## config.mk

```make
export PLATFORM = sky130hd
export DESIGN_NAME = cart_loader_top
export DESIGN_NICKNAME = d
export VERILOG_FILES = /design/src/design/ines_pkg.sv /design/src/design/cart_loader_top.sv /design/src/design/wb_mem_writer.sv /design/src/design/write_fifo.sv /design/src/design/ines_header_parser.sv
export SDC_FILE = /design/constraint.sdc
export NUM_CORES = 1
export LEC_CHECK = 0
export ABC_AREA = 1
export BUFFER_PORTS_ARGS = -buffer_cell sky130_fd_sc_hd__buf_2
export CAP_MARGIN = 10
export CELL_PAD_IN_SITES_DETAIL_PLACEMENT = 0
export CELL_PAD_IN_SITES_GLOBAL_PLACEMENT = 1
export CORE_ASPECT_RATIO = 0.6
export CORE_UTILIZATION = 30
export CTS_CLUSTER_SIZE = 20
export DETAILED_ROUTE_END_ITERATION = 10
export GPL_ROUTABILITY_DRIVEN = 1
export GPL_TIMING_DRIVEN = 0
export PLACE_DENSITY_LB_ADDON = 0.1
export SLEW_MARGIN = 25
export SYNTH_ARGS = -nofsm -noshare
export SYNTH_HDL_FRONTEND = slang
export SYNTH_HIERARCHICAL = 1
export SYNTH_SLANG_ARGS = --single-unit
```

## constraint.sdc

```tcl
create_clock -name clk -period 5.7 [get_ports clk]
set_input_delay 0.285 -clock clk [delete_from_list [all_inputs] [get_ports clk]]
set_output_delay 0.285 -clock clk [all_outputs]
set_load 0.005 [all_outputs]
```

## src/design/ines_pkg.sv

```systemverilog
// iNES cartridge loader definitions
// Header constants, external memory map, size codes and the packed
// structs that travel between the loader blocks

`default_nettype none

package ines_pkg;

	////////////////////////////////////////
	// Header and memory map
	////////////////////////////////////////

	localparam int MEM_ADDR_W = 22;	// Byte address into cartridge memory
	localparam int HEADER_LEN = 16;

	localparam int PRG_PAGE_SHIFT = 14;	// 16 KiB PRG pages
	localparam int CHR_PAGE_SHIFT = 13;	// 8 KiB CHR pages

	localparam logic [MEM_ADDR_W-1:0] PRG_BASE = 22'h000000;
	localparam logic [MEM_ADDR_W-1:0] CHR_BASE = 22'h200000;	// Upper half of memory

	// "NES" then MS-DOS end of file
	localparam logic [7:0] MAGIC_0 = 8'h4E;
	localparam logic [7:0] MAGIC_1 = 8'h45;
	localparam logic [7:0] MAGIC_2 = 8'h53;
	localparam logic [7:0] MAGIC_3 = 8'h1A;

	// Size code k covers up to 2^k pages
	localparam int SIZE_CODE_MAX = 7;

	////////////////////////////////////////
	// Write request
	////////////////////////////////////////

	typedef struct packed {
		logic [MEM_ADDR_W-1:0] addr;
		logic [7:0]            data;
		logic                  last;	// Final byte of the image
	} wr_req_t;

	////////////////////////////////////////
	// Wishbone master outputs
	////////////////////////////////////////

	typedef struct packed {
		logic                  cyc;
		logic                  stb;
		logic                  we;
		logic [MEM_ADDR_W-1:0] adr;
		logic [7:0]            dat;
	} wb_m2s_t;

	////////////////////////////////////////
	// Decoded cartridge flags
	////////////////////////////////////////

	// Same bit layout the console core expects for its mapper flags
	typedef struct packed {
		logic [1:0] spare;	// Always zero
		logic [3:0] prg_ram_shift;	// NES 2.0 PRG RAM is 64 << shift
		logic       has_saves;	// Battery backed RAM
		logic [7:0] ines2_mapper;	// Raw byte 8 for NES 2.0
		logic       four_screen;
		logic       has_chr_ram;	// No CHR ROM pages
		logic       vertical_mirror;
		logic [2:0] chr_size;
		logic [2:0] prg_size;
		logic [7:0] mapper;
	} cart_flags_t;

endpackage

`default_nettype wire
```

## src/design/cart_loader_top.sv

```systemverilog
// Cartridge loader top level
// iNES parser feeding a write FIFO that a Wishbone master drains
// into external cartridge memory

`default_nettype none

module cart_loader_top (
	input  wire                       clk,
	input  wire                       reset_nes,
	input  wire [7:0]                 byte_data,
	input  wire                       byte_valid,
	input  wire                       invert_mirroring,
	input  wire                       wb_ack,
	output logic                      byte_ready,
	output ines_pkg::wb_m2s_t         wb,
	output ines_pkg::cart_flags_t     flags,
	output logic                      done,
	output logic                      error
);

	ines_pkg::wr_req_t req;
	ines_pkg::wr_req_t head;
	logic              req_valid;
	logic              nearly_full;
	logic              not_empty;
	logic              pop;

	////////////////////////////////////////
	// Producer
	////////////////////////////////////////

	ines_header_parser parser_i (
		.clk              (clk),
		.reset_nes        (reset_nes),
		.byte_data        (byte_data),
		.byte_valid       (byte_valid),
		.invert_mirroring (invert_mirroring),
		.nearly_full      (nearly_full),
		.byte_ready       (byte_ready),
		.req              (req),
		.req_valid        (req_valid),
		.flags            (flags),
		.error            (error)
	);

	write_fifo fifo_i (
		.clk         (clk),
		.reset_nes   (reset_nes),
		.req         (req),
		.req_valid   (req_valid),
		.pop         (pop),
		.head        (head),
		.not_empty   (not_empty),
		.nearly_full (nearly_full)
	);

	////////////////////////////////////////
	// Consumer
	////////////////////////////////////////

	wb_mem_writer writer_i (
		.clk       (clk),
		.reset_nes (reset_nes),
		.head      (head),
		.not_empty (not_empty),
		.wb_ack    (wb_ack),
		.pop       (pop),
		.wb        (wb),
		.done      (done)
	);

endmodule

`default_nettype wire

```

## src/design/wb_mem_writer.sv

```systemverilog
// Wishbone memory writer
// Classic single-cycle master that drains the request FIFO one byte at
// a time and flags completion after the final write is acked

`default_nettype none

module wb_mem_writer (
	input  wire                    clk,
	input  wire                    reset_nes,
	input  wire ines_pkg::wr_req_t head,
	input  wire                    not_empty,
	input  wire                    wb_ack,
	output logic                   pop,
	output ines_pkg::wb_m2s_t      wb,
	output logic                   done
);

	typedef enum logic {
		S_IDLE,
		S_BUS
	} state_t;

	state_t state;

	logic [ines_pkg::MEM_ADDR_W-1:0] adr_r;
	logic [7:0]                      dat_r;
	logic                            last_r;	// Entry ends the image
	logic                            bus_active;

	////////////////////////////////////////
	// Request fetch
	////////////////////////////////////////

	assign pop = (state == S_IDLE) && not_empty;

	always_ff @(posedge clk) begin
		if (pop) begin
			adr_r  <= head.addr;
			dat_r  <= head.data;
			last_r <= head.last;
		end
	end

	////////////////////////////////////////
	// Bus cycle control
	////////////////////////////////////////

	always_ff @(posedge clk) begin
		if (reset_nes) begin
			state <= S_IDLE;
			done  <= 1'b0;
		end else begin
			case (state)
				S_IDLE: begin
					if (not_empty)
						state <= S_BUS;
				end
				S_BUS: begin
					// Slave may stretch the cycle with wait states
					if (wb_ack) begin
						state <= S_IDLE;
						if (last_r)
							done <= 1'b1;	// Sticky until reset
					end
				end
				default: state <= S_IDLE;
			endcase
		end
	end

	assign bus_active = (state == S_BUS);

	always_comb begin
		wb.cyc = bus_active;
		wb.stb = bus_active;
		wb.we  = bus_active;	// Write-only master
		wb.adr = adr_r;
		wb.dat = dat_r;
	end

endmodule

`default_nettype wire

```

## src/design/write_fifo.sv

```systemverilog
// Write request FIFO
// Circular buffer between the parser and the memory writer, with a
// nearly-full flag that holds off the byte stream

`default_nettype none

module write_fifo #(
	parameter int DEPTH = 8	// Power of two
) (
	input  wire                   clk,
	input  wire                   reset_nes,
	input  wire ines_pkg::wr_req_t req,
	input  wire                   req_valid,
	input  wire                   pop,
	output ines_pkg::wr_req_t     head,
	output logic                  not_empty,
	output logic                  nearly_full
);

	ines_pkg::wr_req_t mem [DEPTH];

	logic [$clog2(DEPTH)-1:0] wr_ptr;
	logic [$clog2(DEPTH)-1:0] rd_ptr;
	logic [$clog2(DEPTH):0]   count;	// Occupancy

	////////////////////////////////////////
	// Storage
	////////////////////////////////////////

	always_ff @(posedge clk) begin
		if (req_valid)
			mem[wr_ptr] <= req;
	end

	assign head = mem[rd_ptr];	// Valid whenever not_empty

	////////////////////////////////////////
	// Pointers and occupancy
	////////////////////////////////////////

	always_ff @(posedge clk) begin
		if (reset_nes) begin
			wr_ptr <= '0;
			rd_ptr <= '0;
			count  <= '0;
		end else begin
			if (req_valid)
				wr_ptr <= wr_ptr + 1'b1;	// Wraps at DEPTH
			if (pop)
				rd_ptr <= rd_ptr + 1'b1;
			case ({req_valid, pop})
				2'b10:   count <= count + 1'b1;
				2'b01:   count <= count - 1'b1;
				default: ;	// Push and pop together leave count
			endcase
		end
	end

	assign not_empty = (count != '0);

	// One slot spare for the request already in flight from the parser
	assign nearly_full = (count >= DEPTH - 1);

endmodule

`default_nettype wire

```

## src/design/ines_header_parser.sv

```systemverilog
// iNES stream parser
// Captures the 16-byte header, checks magic and trainer, decodes the
// cartridge flags and turns PRG and CHR bytes into addressed writes

`default_nettype none

module ines_header_parser (
	input  wire                       clk,
	input  wire                       reset_nes,
	input  wire [7:0]                 byte_data,
	input  wire                       byte_valid,
	input  wire                       invert_mirroring,
	input  wire                       nearly_full,
	output logic                      byte_ready,
	output ines_pkg::wr_req_t         req,
	output logic                      req_valid,
	output ines_pkg::cart_flags_t     flags,
	output logic                      error
);

	typedef enum logic [2:0] {
		S_HEADER,
		S_PRG,
		S_CHR,
		S_FINISHED,
		S_ERROR
	} state_t;

	state_t state;

	logic [7:0] hdr [0:ines_pkg::HEADER_LEN-1];	// Raw header bytes
	logic [3:0] hdr_cnt;

	logic [ines_pkg::MEM_ADDR_W-1:0] bytes_left;	// Payload left in section
	logic [ines_pkg::MEM_ADDR_W-1:0] wr_addr;
	logic [ines_pkg::MEM_ADDR_W-1:0] prg_len;
	logic [ines_pkg::MEM_ADDR_W-1:0] chr_len;

	logic [7:0] prg_pages;
	logic [7:0] chr_pages;
	logic       in_payload;
	logic       accept;
	logic       hdr_last;
	logic       magic_ok;
	logic       last_byte;
	logic       is_nes20;
	logic       is_dirty;

	// Smallest k with pages <= 2^k, saturating
	function automatic logic [2:0] size_code(input logic [7:0] pages);
		logic [2:0] code;
		code = 3'(ines_pkg::SIZE_CODE_MAX);
		for (int i = ines_pkg::SIZE_CODE_MAX - 1; i >= 0; i--) begin
			if (int'(pages) <= (1 << i))
				code = 3'(i);
		end
		return code;
	endfunction

	////////////////////////////////////////
	// Stream handshake
	////////////////////////////////////////

	assign prg_pages  = hdr[4];
	assign chr_pages  = hdr[5];
	assign prg_len    = {{(ines_pkg::MEM_ADDR_W-8){1'b0}}, prg_pages} << ines_pkg::PRG_PAGE_SHIFT;
	assign chr_len    = {{(ines_pkg::MEM_ADDR_W-8){1'b0}}, chr_pages} << ines_pkg::CHR_PAGE_SHIFT;

	assign in_payload = (state == S_PRG) || (state == S_CHR);
	assign byte_ready = !nearly_full && ((state == S_HEADER) || in_payload);
	assign accept     = byte_valid && byte_ready;
	assign hdr_last   = (hdr_cnt == 4'(ines_pkg::HEADER_LEN - 1));

	assign magic_ok = (hdr[0] == ines_pkg::MAGIC_0) && (hdr[1] == ines_pkg::MAGIC_1) &&
	                  (hdr[2] == ines_pkg::MAGIC_2) && (hdr[3] == ines_pkg::MAGIC_3);

	// CHR RAM images end on the last PRG byte
	assign last_byte = (bytes_left == 1) && ((state == S_CHR) || (chr_pages == 8'd0));

	////////////////////////////////////////
	// Load sequencing
	////////////////////////////////////////

	always_ff @(posedge clk) begin
		if (reset_nes) begin
			state      <= S_HEADER;
			hdr_cnt    <= '0;
			bytes_left <= '0;
			wr_addr    <= ines_pkg::PRG_BASE;
			req_valid  <= 1'b0;
			error      <= 1'b0;
		end else begin
			req_valid <= accept && in_payload;
			case (state)
				S_HEADER: begin
					if (accept) begin
						hdr_cnt <= hdr_cnt + 1'b1;
						if (hdr_last) begin
							// Trainers are not supported
							if (!magic_ok || hdr[6][2]) begin
								state <= S_ERROR;
								error <= 1'b1;
							end else if (prg_pages != 8'd0) begin
								state      <= S_PRG;
								wr_addr    <= ines_pkg::PRG_BASE;
								bytes_left <= prg_len;
							end else if (chr_pages != 8'd0) begin
								state      <= S_CHR;
								wr_addr    <= ines_pkg::CHR_BASE;
								bytes_left <= chr_len;
							end else begin
								state <= S_FINISHED;	// Nothing to load
							end
						end
					end
				end
				S_PRG, S_CHR: begin
					if (accept) begin
						bytes_left <= bytes_left - 1'b1;
						wr_addr    <= wr_addr + 1'b1;
						if (bytes_left == 1) begin
							if ((state == S_PRG) && (chr_pages != 8'd0)) begin
								state      <= S_CHR;
								wr_addr    <= ines_pkg::CHR_BASE;
								bytes_left <= chr_len;
							end else begin
								state <= S_FINISHED;
							end
						end
					end
				end
				default: ;	// Finished and error hold until reset
			endcase
		end
	end

	// Header capture and request payload
	always_ff @(posedge clk) begin
		if (accept && (state == S_HEADER))
			hdr[hdr_cnt] <= byte_data;
		if (accept && in_payload) begin
			req.addr <= wr_addr;
			req.data <= byte_data;
			req.last <= last_byte;
		end
	end

	////////////////////////////////////////
	// Flag decode
	////////////////////////////////////////

	assign is_nes20 = (hdr[7][3:2] == 2'b10);

	// Old dumpers left junk in the tail of iNES 1.0 headers
	assign is_dirty = !is_nes20 &&
	                  ((hdr[9][7:1] != 7'd0) || (hdr[10] != 8'd0) || (hdr[11] != 8'd0) ||
	                   (hdr[12] != 8'd0) || (hdr[13] != 8'd0) || (hdr[14] != 8'd0) ||
	                   (hdr[15] != 8'd0));

	always_comb begin
		flags                 = '0;
		flags.mapper          = {is_dirty ? 4'h0 : hdr[7][7:4], hdr[6][7:4]};
		flags.prg_size        = size_code(prg_pages);
		flags.chr_size        = size_code(chr_pages);
		flags.vertical_mirror = hdr[6][0] ^ invert_mirroring;
		flags.has_chr_ram     = (chr_pages == 8'd0);
		flags.four_screen     = hdr[6][3];
		flags.has_saves       = hdr[6][1];
		flags.ines2_mapper    = is_nes20 ? hdr[8] : 8'h00;
		flags.prg_ram_shift   = is_nes20 ? hdr[10][3:0] : 4'h0;	// NES 2.0 only
	end

endmodule

`default_nettype wire

```

### Yosys cells after proc, flatten, opt, wreduce, memory -nomap -nowiden

Memory sizes are Yosys's and may differ from the RTL's. A register that Yosys moved wholly into a read port is not among the register bits.
Cells that the tools add are included.

* memories: 2
* word-level logic and storage cells: 153
* output and inout port bits: 68
* RAM bits: 376
* input port bits: 13
* bits in registers: 96

* order comparisons: 15
* reduce and logical (&&, ||, !) cells: 44
* multiplexer cells: 52
* bitwise logic cells: 2
* $add $sub $neg: 7
* equal/unequal tests: 17

Memories
* fifo_i.mem: words 8, bits a word 31, read ports 1, clocked after Yosys merged registers in 1, wr ports 1, RTL line write_fifo.sv:20 `ines_pkg::wr_req_t mem [DEPTH];`
* parser_i.hdr: words 16, bits a word 8, read ports 16, clocked after Yosys merged registers in 0, wr ports 1, RTL line ines_header_parser.sv:31 `logic [7:0] hdr [0:ines_pkg::HEADER_LEN-1];`

Operators with widths (number)
* 22-bit two-way mux: 16
* 22-bit one-hot mux with 2 select lines: 2
* 8-bit nonzero test: 8
* 3-bit two-way mux: 14
* 8-bit by 7-bit == test with 1-bit output (second input constant): 3
* 22-bit by 1-bit adder with 22-bit output (second input constant): 1
* 22-bit by 1-bit == test with 1-bit output (second input constant): 1
* 22-bit by 1-bit subtractor with 22-bit output (second input constant): 1
* 8-bit by 1-bit <= comparator with 1-bit output (second input constant): 2
* 8-bit by 2-bit <= comparator with 1-bit output (second input constant): 2
* 8-bit by 3-bit <= comparator with 1-bit output (second input constant): 2
* 8-bit by 4-bit <= comparator with 1-bit output (second input constant): 2
* 8-bit by 5-bit <= comparator with 1-bit output (second input constant): 2
* 8-bit by 6-bit <= comparator with 1-bit output (second input constant): 2
* 8-bit by 7-bit <= comparator with 1-bit output (second input constant): 2
* 1-bit logical AND: 11
* 1-bit logical OR: 10
* 1-bit two-way mux: 10
* 4-bit by 1-bit adder with 4-bit output (second input constant): 2
* 8-bit by 5-bit == test with 1-bit output (second input constant): 1
* 8-bit logical NOT: 1
* 2-bit two-way mux: 4
* 4-bit two-way mux: 2
* 8-bit two-way mux: 1
* other kinds (27): 35

### Logic depth before layout (Yosys ltp)

An unclocked memory read counts as a cell.

* depth in word-level cells: 11
* depth in mapped cells: 13
* gate-level depth less buffers: 13

### Hierarchy

Netlist, hierarchy kept.

Modules (own cells, without submodules)
* write_fifo: area each 10362.4 sq um, sequential area each 7707.4 sq um, cells each 782, times used 1
* ines_header_parser: area each 9255.1 sq um, sequential area each 5745.5 sq um, cells each 967, times used 1
* wb_mem_writer: area each 1037.2 sq um, sequential area each 970.9 sq um, cells each 46, times used 1

### Worst setup path before layout

Ideal clock, no wire load.

* path kind: reg-to-reg
* start: register fifo_i.count[1]
* end: register fifo_i.count[2]
* data required time: 5.580 ns
* arrival time: 3.208 ns
* cell stages (with the launch flop): 13
* path buffers: 0
* library setup time: 0.120 ns
* period minus slack after synthesis: 3.328 ns
* setup slack: 2.372 ns
* path through: dfxtp_1 inv_1 nand4_1 inv_1 nor2_1 ha_1 inv_1 nand2_1 nand2_1 ha_1 a21oi_1 xor2_1 a21oi_1

* word-level cells in the longest chain between the ends: 4
* elaborated cells between the ends (all ways): 8
* classes of those cells: add/sub (2); eq/ne (2); mux (1); reduce/logical (3)

Ends and longest elaborated chain
* start, declared: RTL line write_fifo.sv:24 `logic [$clog2(DEPTH):0] count;`
* start signal, assigned: RTL line write_fifo.sv:52 `2'b10: count <= count + 1'b1;`
* start signal, assigned: RTL line write_fifo.sv:53 `2'b01: count <= count - 1'b1;`
* 4-bit nonzero test (*): RTL line write_fifo.sv:59 `assign not_empty = (count != '0);`
* via not_empty: RTL line cart_loader_top.sv:25 `logic not_empty;`
* 1-bit logical AND (*): RTL line wb_mem_writer.sv:34 `assign pop = (state == S_IDLE) && not_empty;`
* via pop: RTL line cart_loader_top.sv:26 `logic pop;`
* 2-bit by 1-bit == test with 1-bit output / 2-bit == test (equally long branches): RTL line write_fifo.sv:51 `case ({req_valid, pop})`
* 4-bit one-hot mux with 2 select lines / 2-bit nonzero test (equally long branches)

Mark *: on every way through the listed nets, which the timed path passes. The rest lies on a longest branch.
A chain may end at the register's enable or synchronous reset.

==> results.txt <==
WP data arrival: 3.07 ns
Placer Congestion: 0.789
first-pass GRT wire length: 85300 um
Post-Layout Inst Area: 0.0244 mm2
# setup viols final: 0
WL per Instance: 19.8 um
top post-synthesis cells by area: edfxtp_1, dfxtp_1, nand2_1
vias per cell: 4.64
post-synthesis sequential area ratio: 0.698
Initial Util: 0.304
CP max-delay cell: clkbuf_1
number of buffers created by CTS: 52
Antenna Cells: 0
slew at the pin closest to its max-slew limit: 0.937 ns
setup_tns: 0 ns
Resized cells post-CTS: 0
fin nets: 1971
routed wire length: 57500 um
highest achievable clock rate: 0.391 GHz
number of flops mapped to enable cells by yosys: 435
Clock Skews: 0.0236 ns
Post-synth top flop: edfxtp_1
final std cells w/o fill: 2901
CTS H-tree depth: 2
Total GRT Usage: 0.166
Crit path buffers/inverters: 1
insertion delay of the later-clocked pin in the worst-skew pair: 0.62 ns
static leakage: 0.00875 uW
number of global-route vias before repair: 12.8k
Req. time, crit path: 6.21 ns
Crit path max-delay family: simple AND/OR/NAND/NOR gates
Min Hold Slack: 0.0351 ns
root buf cell: clkbuf_16
Cells after DPL: 2803
fin crit share: 0.449
cell row count: 74
max incr delay on CP: 0.44 ns
Synth async-reset ratio: 0
Port Buffer Count: 78
Crit. End Element: register
synth warn: 6
total overflow reported by the global router: 0
CP startpoint kind: register
share of post-route cells with drive strength above 1: 0.131
Top cell by count, worst path: nor2_1
Ports: 81
P&R area growth vs syn: 18.0%
Worst VDD drop: 0.000201 V
worst-path cell chain: nor2_1 > nand2_1 > nor2_1 > nand2_1 > nor2_1 > nand3_2 > nand2_2 > clkbuf_1 > nand3_1 > nor2_1 > nor2_1
cell taking the most area after synthesis: edfxtp_1
PD cells: 392 mW/mm2
RSZ-0062 raised after global routing: false
unique cell type count in the Yosys netlist: 43
Max transition margin: 0.373
first-pass iteration count of the detailed router: 7
endpoints failing hold: 0
synthesized area: 0.0207 mm2
kind of critical path: reg -> reg
drt first-iter violations: 955
Die Ht: 205 um
TritonCTS clock tree: done
Worst Path Max Fanout: 10
Mapped Avg Cell Area: 11.5 um2
outcome: completed
Max Cap Violations: 0
antenna violations before repair: 1
# fillers: 6674
core outline area: 0.0681 mm2
crit path time final: 2.56 ns
max-slew violation count: 0
Placement Cell Area: 0.0227 mm2
DR DRC count: 0
area share of the largest cell type after synthesis: 0.632
pin count of the biggest net entering global routing: 21
synthesis-stage register bit count: 503
antenna-violating nets left: 0
clk sinks: 503
Post-Syn Instances: 1795
HP Class: in -> reg
clk buf depth: 3
HPWL after DPL: 38800 um
Vias: 13.5k
Worst-path clk slew: 0.06 ns
Die X: 341 um
Die ar.: 0.0699 mm2
## cell usage in the layout (no fill, tap or decap), drive strengths merged, types with 15 or more instances in the layout
cell	n
xor2	15
clkbuf	84
clkinv	27
a21oi	45
mux2i	31
nand2	324
nand3	54
o22ai	31
inv	124
buf	148
edfxtp	435
dfxtp	68
o21ai	168
nand4	29
nor2	325
nor3	16
## kinds of logic (layout without fill, tap and decap cells)
group	after synthesis	after routing	share of synthesized area
compound gates	265	265	0.0697
xor+xnor	20	20	0.00848
simple gates	764	764	0.152
mux	31	31	0.0150
flops	503	503	0.698
fa+ha+maj	12	12	0.00727
buf+inv	199	392	0.0486
other cells	1	2	0.000182
## final cells by class
cell class	count	area, um2	area share
buffer	76	541	0.0222
clock buffer	61	1340	0.0548
clock inverter	36	349	0.0143
inverter	123	464	0.0191
multi-input combinational	1094	5310	0.218
sequential	503	14400	0.592
tap	912	1140	0.0468
timing repair buffer	96	808	0.0332
## power breakdown
group | switching (uW) | internal [uW]
combinational | 1200 | 636
sequential | 72.0 | 4220
clock | 1470 | 1950
total | 2740 | 6800
## per-stage QoR
stage	setup slack [ns]	total power [uW]	utilization
2_1_floorplan	2.37	5450	-
6_report	3.14	9540	0.358
3_5_place_dp	3.20	6230	0.333
4_1_cts	3.17	9700	0.358
3_3_place_gp	0.799	6180	0.326
5_1_grt	2.89	10000	0.358
## final timing paths
| check | startpoint | to | slack, ns | cells past startpoint |
|---|---|---|---|---|
| max | parser_i/hdr[1][4]$_DFFE_PP_ | parser_i/bytes_left[20]$_SDFFE_PP0P_ | 3.14 | 11 |
| min | byte_valid | parser_i/req_valid$_SDFF_PP0_ | 0.04 | 3 |
| max reg2reg | parser_i/hdr[1][4]$_DFFE_PP_ | parser_i/bytes_left[20]$_SDFFE_PP0P_ | 3.14 | 11 |
| min reg2reg | writer_i/done$_SDFFE_PP0P_ | writer_i/done$_SDFFE_PP0P_ | 0.46 | 2 |
## registers in the layout, summed over array words and instances, names as in the netlist, named ones only
register             count
parser_i/state           3
parser_i/req_valid       1
parser_i/hdr_cnt         4
writer_i/bus_active      1
parser_i/wr_addr        22
writer_i/last_r          1
writer_i/dat_r           8
fifo_i/count             4
parser_i/error           1
parser_i/req            31
fifo_i/rd_ptr            3
writer_i/adr_r          22
parser_i/bytes_left     22
parser_i/hdr           125
writer_i/done            1
fifo_i/wr_ptr            3
fifo_i/mem             248
## worst min-delay path: stages
cell	delay, ns
buf_2	0.12
nand3_2	0.13
nor3_1	0.06
## cell usage after synthesis, types with 2 or more instances
master and n:
edfxtp_1 435, nand2_1 318, nor2_1 316, inv_1 119, o21ai_0 113, dfxtp_1 68, o21ai_1 55, nand3_1 51
a21oi_1 41, mux2i_1 31, o22ai_1 31, nand4_1 29, clkbuf_1 21, buf_2 20, buf_4 15, nor3_1 15
xor2_1 15, nor4_1 14, ha_1 12, buf_6 11, a22oi_1 7, nand2_2 6, nor2_2 6, buf_8 5
xnor2_1 5, a21boi_0 4, a21oi_2 4, a31oi_1 4, nand3_2 3, nor2_4 3, buf_12 2, clkbuf_2 2
inv_2 2, o21bai_1 2, o31ai_1 2
## layer usage
metal  vias up  wire, um  GRT usage
met2       287     22300      0.221
met1      6590     31300      0.270
met3        67      3070     0.0291
li1       6531         -          -
met5         -         0          0
met4         0       916     0.0381
## repair_timing
action | in CTS | in global routing
hold buffers | 1 | 0
buffers inserted | 0 | 0
endpoints found under the hold margin | 2 | 0
No activity file was read; power rests on OpenSTA's default activity.
